## config.mk

```make
export PLATFORM = sky130hd
export DESIGN_NAME = taint_tracker_top
export DESIGN_NICKNAME = d
export VERILOG_FILES = /design/src/source/taint_pkg.sv /design/src/source/credit_link_if.sv /design/src/source/credit_fifo.sv /design/src/source/taint_prop_unit.sv /design/src/source/taint_tracker_top.sv
export VERILOG_INCLUDE_DIRS = /design/src /design/src/source
export SDC_FILE = /design/constraint.sdc
export NUM_CORES = 1
export LEC_CHECK = 0
export BUFFER_PORTS_ARGS = -buffer_cell sky130_fd_sc_hd__clkbuf_2
export CORE_ASPECT_RATIO = 1.4
export CORE_MARGIN = 2
export CORE_UTILIZATION = 45
export CTS_CLUSTER_SIZE = 8
export DETAILED_ROUTE_END_ITERATION = 8
export PLACE_DENSITY = 0.63
export SYNTH_ARGS = -nofsm -noshare
export SYNTH_HDL_FRONTEND = slang
export SYNTH_HIERARCHICAL = 1
export SYNTH_SLANG_ARGS = --single-unit
```

## constraint.sdc

```tcl
create_clock -name pos_clk -period 9.3 [get_ports pos_clk]
set_input_delay 0.465 -clock pos_clk [delete_from_list [all_inputs] [get_ports pos_clk]]
set_output_delay 0.465 -clock pos_clk [all_outputs]
set_load 0.02 [all_outputs]
```

## src/source/taint_params.svh

```systemverilog
`ifndef TAINT_PARAMS_SVH
`define TAINT_PARAMS_SVH

// operand and taint mask width
`define TT_DATA_W 16

// request tag width
`define TT_TAG_W 4

// input buffer depth, also the upstream sender's starting credits
`define TT_IN_DEPTH 4

// output buffer depth, also the input buffer's credits toward it
`define TT_OUT_DEPTH 4

// credits held toward the external receiver after reset
`define TT_OUT_CREDITS 2

// bits needed to express TT_DATA_W
`define TT_SHAMT_W 5

`endif

```

## src/source/taint_pkg.sv

```systemverilog
`default_nettype none

`include "taint_params.svh"

package taint_pkg;

    // cell rule selector
    typedef enum logic [3:0] {
        OP_AND     = 4'd0,
        OP_OR      = 4'd1,
        OP_XOR     = 4'd2,
        OP_EQ      = 4'd3,
        OP_SHL     = 4'd4,
        OP_SHR     = 4'd5,
        OP_MUL     = 4'd6,
        OP_NOT     = 4'd7,
        OP_RED_AND = 4'd8,
        OP_RED_XOR = 4'd9,
        OP_MUX     = 4'd10
    } taint_op_e;

    // one request: operands, their masks and the mux select
    typedef struct packed {
        logic [`TT_TAG_W-1:0]  tag;
        taint_op_e             op;
        logic [`TT_DATA_W-1:0] a;
        logic [`TT_DATA_W-1:0] b;
        logic [`TT_DATA_W-1:0] a_taint;
        logic [`TT_DATA_W-1:0] b_taint;
        logic                  sel;
        logic                  sel_taint;
    } taint_req_t;

    typedef struct packed {
        logic [`TT_TAG_W-1:0]  tag;
        logic [`TT_DATA_W-1:0] y_taint;
    } taint_rsp_t;

endpackage

`default_nettype wire

```

## src/source/credit_link_if.sv

```systemverilog
`timescale 1ns/1ps
`default_nettype none

// one-way item link with a credit return path
interface credit_link_if #(
    parameter type payload_t = logic
) ();

    // one cycle per item, only while a credit is held
    logic     valid;
    payload_t payload;
    // one cycle per freed slot at the receiver
    logic     credit;

    modport sender (
        output valid,
        output payload,
        input  credit
    );

    modport receiver (
        input  valid,
        input  payload,
        output credit
    );

endinterface

`default_nettype wire

```

## src/source/credit_fifo.sv

```systemverilog
`timescale 1ns/1ps
`default_nettype none

module credit_fifo #(
    parameter type payload_t    = logic,
    parameter int  DEPTH        = 4,
    parameter int  INIT_CREDITS = 4
) (
    input logic               pos_clk,
    input logic               pos_arst,
    credit_link_if.receiver   up,
    credit_link_if.sender     down
);

    localparam int PTR_W  = (DEPTH > 1) ? $clog2(DEPTH) : 1;
    localparam int CNT_W  = $clog2(DEPTH + 1);
    localparam int CRED_W = $clog2(INIT_CREDITS + 1);

    payload_t          mem [DEPTH];
    logic [PTR_W-1:0]  wr_ptr;
    logic [PTR_W-1:0]  rd_ptr;
    logic [CNT_W-1:0]  fill;
    logic [CRED_W-1:0] credits;
    logic              send;

    function automatic logic [PTR_W-1:0] ptr_inc(input logic [PTR_W-1:0] p);
        if (p == PTR_W'(DEPTH - 1)) begin
            return '0;
        end
        return p + 1'b1;
    endfunction

    // head leaves as soon as there is an item and a downstream slot
    assign send         = (fill != '0) && (credits != '0);
    assign down.valid   = send;
    assign down.payload = mem[rd_ptr];
    // the slot freed by a send goes back upstream at once
    assign up.credit    = send;

    always_ff @(posedge pos_clk) begin
        if (up.valid) begin
            mem[wr_ptr] <= up.payload;
        end
    end

    always_ff @(posedge pos_clk or posedge pos_arst) begin
        if (pos_arst) begin
            wr_ptr <= '0;
            rd_ptr <= '0;
            fill   <= '0;
        end else begin
            if (up.valid) begin
                wr_ptr <= ptr_inc(wr_ptr);
            end
            if (send) begin
                rd_ptr <= ptr_inc(rd_ptr);
            end
            case ({up.valid, send})
                2'b10:   fill <= fill + 1'b1;
                2'b01:   fill <= fill - 1'b1;
                default: fill <= fill;
            endcase
        end
    end

    // downstream credit count, one spent per send
    always_ff @(posedge pos_clk or posedge pos_arst) begin
        if (pos_arst) begin
            credits <= CRED_W'(INIT_CREDITS);
        end else begin
            case ({send, down.credit})
                2'b10:   credits <= credits - 1'b1;
                2'b01:   credits <= credits + 1'b1;
                default: credits <= credits;
            endcase
        end
    end

    // upstream must only send against credits we handed out
    a_no_push_when_full: assert property (
        @(posedge pos_clk) disable iff (pos_arst)
        up.valid |-> (fill < CNT_W'(DEPTH))
    ) else $error("push into a full buffer");

    // receiver returns no more credits than it started with
    a_credit_bound: assert property (
        @(posedge pos_clk) disable iff (pos_arst)
        credits <= CRED_W'(INIT_CREDITS)
    ) else $error("downstream credit count above its initial value");

endmodule

`default_nettype wire

```

## src/source/taint_prop_unit.sv

```systemverilog
`timescale 1ns/1ps
`default_nettype none

`include "taint_params.svh"

module taint_prop_unit
    import taint_pkg::*;
(
    input logic             pos_clk,
    input logic             pos_arst,
    credit_link_if.receiver req,
    credit_link_if.sender   rsp
);

    localparam int W = `TT_DATA_W;

    logic        rsp_valid;
    taint_rsp_t  rsp_q;

    // conservative per-cell rules, single-bit results land in bit 0
    function automatic logic [W-1:0] calc_taint(input taint_req_t r);
        logic [W-1:0] at;
        logic [W-1:0] bt;
        logic [W-1:0] keep;
        logic [W-1:0] y;
        at   = r.a_taint;
        bt   = r.b_taint;
        // untainted positions in both operands
        keep = ~(at | bt);
        y    = '0;
        case (r.op)
            OP_AND: y = (at & r.b) | (bt & r.a) | (at & bt);
            OP_OR:  y = (at & ~r.b) | (bt & ~r.a) | (at & bt);
            OP_EQ:  y[0] = ((r.a & keep) == (r.b & keep)) && (|{at, bt});
            OP_SHL, OP_SHR: begin
                if (|bt) begin
                    y = '1;
                end else if (r.b >= W) begin
                    y = '0;
                end else if (r.op == OP_SHL) begin
                    y = at << r.b[`TT_SHAMT_W-1:0];
                end else begin
                    y = at >> r.b[`TT_SHAMT_W-1:0];
                end
            end
            OP_MUL: y = {W{|{at, bt}}};
            // no untainted one bit may decide the result
            OP_NOT:     y[0] = (|at) && !(|(~at & r.a));
            OP_RED_AND: y[0] = (&(at | r.a)) && (|at);
            OP_RED_XOR: y[0] = |at;
            OP_MUX: begin
                y = r.sel ? bt : at;
                // select difference taken as always possible
                if (r.sel_taint) begin
                    y = y | (r.a ^ r.b);
                end
            end
            // xor, add and the rest
            default: y = at | bt;
        endcase
        return y;
    endfunction

    always_ff @(posedge pos_clk or posedge pos_arst) begin
        if (pos_arst) begin
            rsp_valid <= 1'b0;
        end else begin
            rsp_valid <= req.valid;
        end
    end

    always_ff @(posedge pos_clk) begin
        if (req.valid) begin
            rsp_q.tag     <= req.payload.tag;
            rsp_q.y_taint <= calc_taint(req.payload);
        end
    end

    assign rsp.valid   = rsp_valid;
    assign rsp.payload = rsp_q;
    // no storage here, so a slot freed downstream is a slot for us
    assign req.credit  = rsp.credit;

    a_op_defined: assert property (
        @(posedge pos_clk) disable iff (pos_arst)
        req.valid |-> (req.payload.op inside {OP_AND, OP_OR, OP_XOR, OP_EQ, OP_SHL,
                                              OP_SHR, OP_MUL, OP_NOT, OP_RED_AND,
                                              OP_RED_XOR, OP_MUX})
    ) else $error("undefined op code %0d", req.payload.op);

endmodule

`default_nettype wire

```

## src/source/taint_tracker_top.sv

```systemverilog
`timescale 1ns/1ps
`default_nettype none

`include "taint_params.svh"

module taint_tracker_top
    import taint_pkg::*;
(
    input  logic                          pos_clk,
    input  logic                          pos_arst,
    // request side
    input  logic                          in_valid,
    input  logic [`TT_TAG_W-1:0]          in_tag,
    input  logic [$bits(taint_op_e)-1:0]  in_op,
    input  logic [`TT_DATA_W-1:0]         in_a,
    input  logic [`TT_DATA_W-1:0]         in_b,
    input  logic [`TT_DATA_W-1:0]         in_a_taint,
    input  logic [`TT_DATA_W-1:0]         in_b_taint,
    input  logic                          in_sel,
    input  logic                          in_sel_taint,
    output logic                          in_credit,
    // response side
    output logic                          out_valid,
    output logic [`TT_TAG_W-1:0]          out_tag,
    output logic [`TT_DATA_W-1:0]         out_y_taint,
    input  logic                          out_credit
);

    credit_link_if #(.payload_t(taint_req_t)) in_link ();
    credit_link_if #(.payload_t(taint_req_t)) req_link ();
    credit_link_if #(.payload_t(taint_rsp_t)) rsp_link ();
    credit_link_if #(.payload_t(taint_rsp_t)) out_link ();

    // pack the request fields
    assign in_link.valid   = in_valid;
    assign in_link.payload = '{
        tag:       in_tag,
        op:        taint_op_e'(in_op),
        a:         in_a,
        b:         in_b,
        a_taint:   in_a_taint,
        b_taint:   in_b_taint,
        sel:       in_sel,
        sel_taint: in_sel_taint
    };
    assign in_credit       = in_link.credit;

    // unpack the response
    assign out_valid       = out_link.valid;
    assign out_tag         = out_link.payload.tag;
    assign out_y_taint     = out_link.payload.y_taint;
    assign out_link.credit = out_credit;

    // credits toward the prop unit mirror the egress free slots
    credit_fifo #(
        .payload_t    (taint_req_t),
        .DEPTH        (`TT_IN_DEPTH),
        .INIT_CREDITS (`TT_OUT_DEPTH)
    ) u_ingress (
        .pos_clk  (pos_clk),
        .pos_arst (pos_arst),
        .up       (in_link),
        .down     (req_link)
    );

    taint_prop_unit u_prop (
        .pos_clk  (pos_clk),
        .pos_arst (pos_arst),
        .req      (req_link),
        .rsp      (rsp_link)
    );

    credit_fifo #(
        .payload_t    (taint_rsp_t),
        .DEPTH        (`TT_OUT_DEPTH),
        .INIT_CREDITS (`TT_OUT_CREDITS)
    ) u_egress (
        .pos_clk  (pos_clk),
        .pos_arst (pos_arst),
        .up       (rsp_link),
        .down     (out_link)
    );

endmodule

`default_nettype wire

```

==> parameters.txt <==
Parameter                              Value

Run status
  Result of the run    completed

Clocking
  CTS root buffer    clkbuf_16
  Post-CTS setup buffers    0
  CTS Buffer Depth    3
  Number of clock buffers inserted by TritonCTS    58
  Clock-pin slew on the worst setup and hold paths    50 ps
  Post-cts gate resize count    0
  Clock tree sinks    between 400 and 500
  CTS tree    done
  Insertion delay to the later sink of the worst-skew pair    approximately 600 ps
  Level count of the clock H-tree    2

Die
  Initial core utilization    45.7%
  Chip width    177 um
  Height of the die    247 um
  Number of placement rows    88
  Count of boundary I/O pins    100
  Area of the die    43800 um2
  Core region area    41400 um2

Yosys
  Yosys warning total    6
  Syn_nets    approximately 1.2k
  Most frequent cells after synthesis    edfxtp_1, mux4_2, nor2_1
  Cells taking the most area after synthesis    edfxtp_1, mux4_2, dfrtp_1
  Cell with the most instances after synthesis    edfxtp_1
  Number of unique standard cell types used by synthesis    71
  Portion of the post-synthesis area used by sequential elements    between 60% and 70%
  Ys async rst share    4.81%
  Post-synthesis cell count    1126
  Dominant register cell in the synthesized netlist    edfxtp_1
  Number of flops mapped to enable cells by yosys    396
  Netlist area before placement    between 15000 and 20000 um2
  Mean instance size in the synthesized netlist    16.8 um2
  Synth top area share    a little over three fifths
  Yosys top cell by area    edfxtp_1
  Register bit count reported by yosys    416

STA
  Setup violators final    0
  Achievable clock frequency    214 MHz
  Max-slew headroom    27.5%
  Final min period    4660 ps
  Worst-case clock skew    about 17 ps
  Setup TNS    0 ps
  Final Hold Vio Count    0
  Slew Viols, Final    0
  Least-Margin Pin Slew    1090 ps
  Setup slack after layout    4640 ps
  RSZ-0062 raised after global routing    false
  Final period util    50.2%

Route
  Final routed DRC violation total    0
  Via-to-Cell Ratio    6.15
  WL/cell    roughly 26 um
  Total via count after detailed routing    10.9k
  Antenna violation net count after detailed routing    0
  Total Wirelength    46700 um
  Number of design-rule violations left by the first detailed-router iteration    955
  First drt pass iteration count    6

Worst setup path
  Critical path cell sequence    buf_4, buf_4, mux4_2, nor4_1, nand4_1, nor3_1, nor4_1, buf_4, nor4_1, a32oi_1
  Arrival time of data at the critical path endpoint    between 4000 and 5000 ps
  Startpoint type of the worst setup path    register
  Setup Crit Path Kind    reg2reg
  Longest individual stage delay on the worst path    between 900 and 1000 ps
  Worst-path cell with the longest stage delay    dfrtp_4
  Worst Setup End Kind    register
  Crit path max fanout    40
  Worst Path Required    about 9600 ps

Power and ir drop
  Internal Dissipation    roughly 3.7 mW
  Total power    5.10 mW
  Reported leakage power    ~7.1 nW
  P per Cell Area    239 nW/um2
  Peak supply drop    roughly 0.14 mV
  Relative contribution of the clock network to total power    36.2%
  Net switching share of the total power    26.4%
  Share of total power in combinational logic    17.4%
  Sw power    1.35 mW
  Proportion of power drawn by flip-flops and latches    46.4%

Layout
  Proportion of layout cells with a drive suffix above 1    25.0%
  Number of antenna diodes    0
  Final net count    1314
  Signed area change from the synthesized netlist to the final layout    12.6%

Placement
  Number of port buffers    99
  Final HPWL DP    31100 um
  Final GP Congestion    between 0.9 and 1
  Post-placement worst setup slack    approximately 4600 ps

Hold path
  Worst Hold Class    in2reg

Global routing
  First-pass GRT wire length    70500 um
  Remaining global-route overflow    0
  Antenna violations before repair    1
  Vias in the first global route    11.1k
  Pin count of the biggest net entering global routing    53
  GR Util All Layers    21.8%

Run
  Max-cap violations    0
## worst paths after layout
check / from / end / slack [ps] / cells past startpoint
max in group asynchronous: pos_arst / u_ingress/rd_ptr[0]$_DFFE_PP0P_ / 8480 / 3
worst max register to register: u_ingress/rd_ptr[0]$_DFFE_PP0P_ / u_prop/rsp.payload[0]$_DFFE_PP_ / 4640 / 10
min in group asynchronous: pos_arst / u_prop/rsp.valid$_DFF_PP0_ / 300 / 3
worst max-delay path: u_ingress/rd_ptr[0]$_DFFE_PP0P_ / u_prop/rsp.payload[0]$_DFFE_PP_ / 4640 / 10
worst min-delay path: in_op[1] / u_ingress/mem[1][67]$_DFFE_PP_ / 100 / 1
worst min register to register: u_ingress/fill[2]$_DFFE_PP0P_ / u_ingress/fill[2]$_DFFE_PP0P_ / 480 / 1
## cell families after synthesis
kind of cell / count (synthesis) / share of synthesized area, %
simple gates: 217 / 5.92
fa+ha+maj: 17 / 1.24
buf+inv: 110 / 3.26
flops: 416 / 65.5
compound gates: 188 / 6.97
xor+xnor: 28 / 1.30
mux: 150 / 15.9
## worst max-delay path: cells and delay by family (launching register included)
kind                   cells  cell delay, ps
AOI/OAI and AO/OA          1             140
and+or+nand+nor            5            1460
DFF                        1             970
buffers and inverters      3            1150
muxes                      1             630
## per-stage QoR
step | cells | utilization [%] | area (um2) | hold WS [ps]
floorplan | 1126 | - | 18900 | 194
global placement | 1698 | 47.7 | 19700 | 320
detailed placement | 1698 | 47.7 | 19700 | 314
CTS | 1771 | 51.5 | 21300 | 69.8
global route | 1771 | 51.5 | 21300 | 84.7
finish | 1771 | 51.5 | 21300 | 97.8
## cell usage in the layout (no fill, tap or decap), types with 8 or more instances in the layout
cell         n
a21oi_1     35
edfxtp_1   396
clkbuf_1     8
o22ai_1     26
inv_1       29
mux4_1      12
dfrtp_1     16
nand2_1     30
xor2_1      22
clkbuf_16   60
buf_4       14
mux2i_1     22
nor2b_1     19
clkbuf_2    99
ha_1        14
nand2b_1    27
mux2_2      13
nor2_1      59
nor3_1      16
a31oi_1     11
nor4_1      20
a22oi_1     23
mux4_2     103
o21ai_0     23
a221oi_1    22
nand3_1      8
## per-layer routing
layer  part of all wire, %  GRT usage [%]  wire length, um
met2                    51           36.9            23700
met5                     0              0                0
met4                   5.2           10.8             2450
met1                    39           27.1            18100
met3                   5.4           3.83             2520
## power groups by stage
stage	sequential (mW)	clock, mW	combinational (mW)
after CTS	2.37	1.89	0.878
after floorplan	2.40	0	0.590
after global routing	2.38	1.97	0.946
final	2.37	1.84	0.885
after detailed placement	2.40	0	0.875
after global placement	2.39	0	0.877
## layout make-up
cell class | count | area, um2
flip-flops and latches | 416 | 12400
repair buffers | 114 | 611
fillers | 3432 | 20100
well taps | 540 | 676
clock inverters | 3 | 40.0
multi-input cells | 600 | 5940
clock buffers | 69 | 1550
inverters | 29 | 109
## sequential cells by signal, indices dropped and copies added, names as in the netlist, 2 cells and up
name and count:
u_egress/wr_ptr 2, u_egress/mem 80, u_egress/rd_ptr 2, u_ingress/rd_ptr 2
u_prop/rsp.payload 20, u_ingress/fill 3, u_ingress/credits 3, u_egress/fill 3
u_ingress/mem 296, u_egress/credits 2, u_ingress/wr_ptr 2
## repair_timing
item | CTS | global route
hold buffers | 1 | 0
endpoints found under the hold margin | 18 | 0
setup endpoints to repair | 0 | 0
Power figures use the tool's default switching activity.
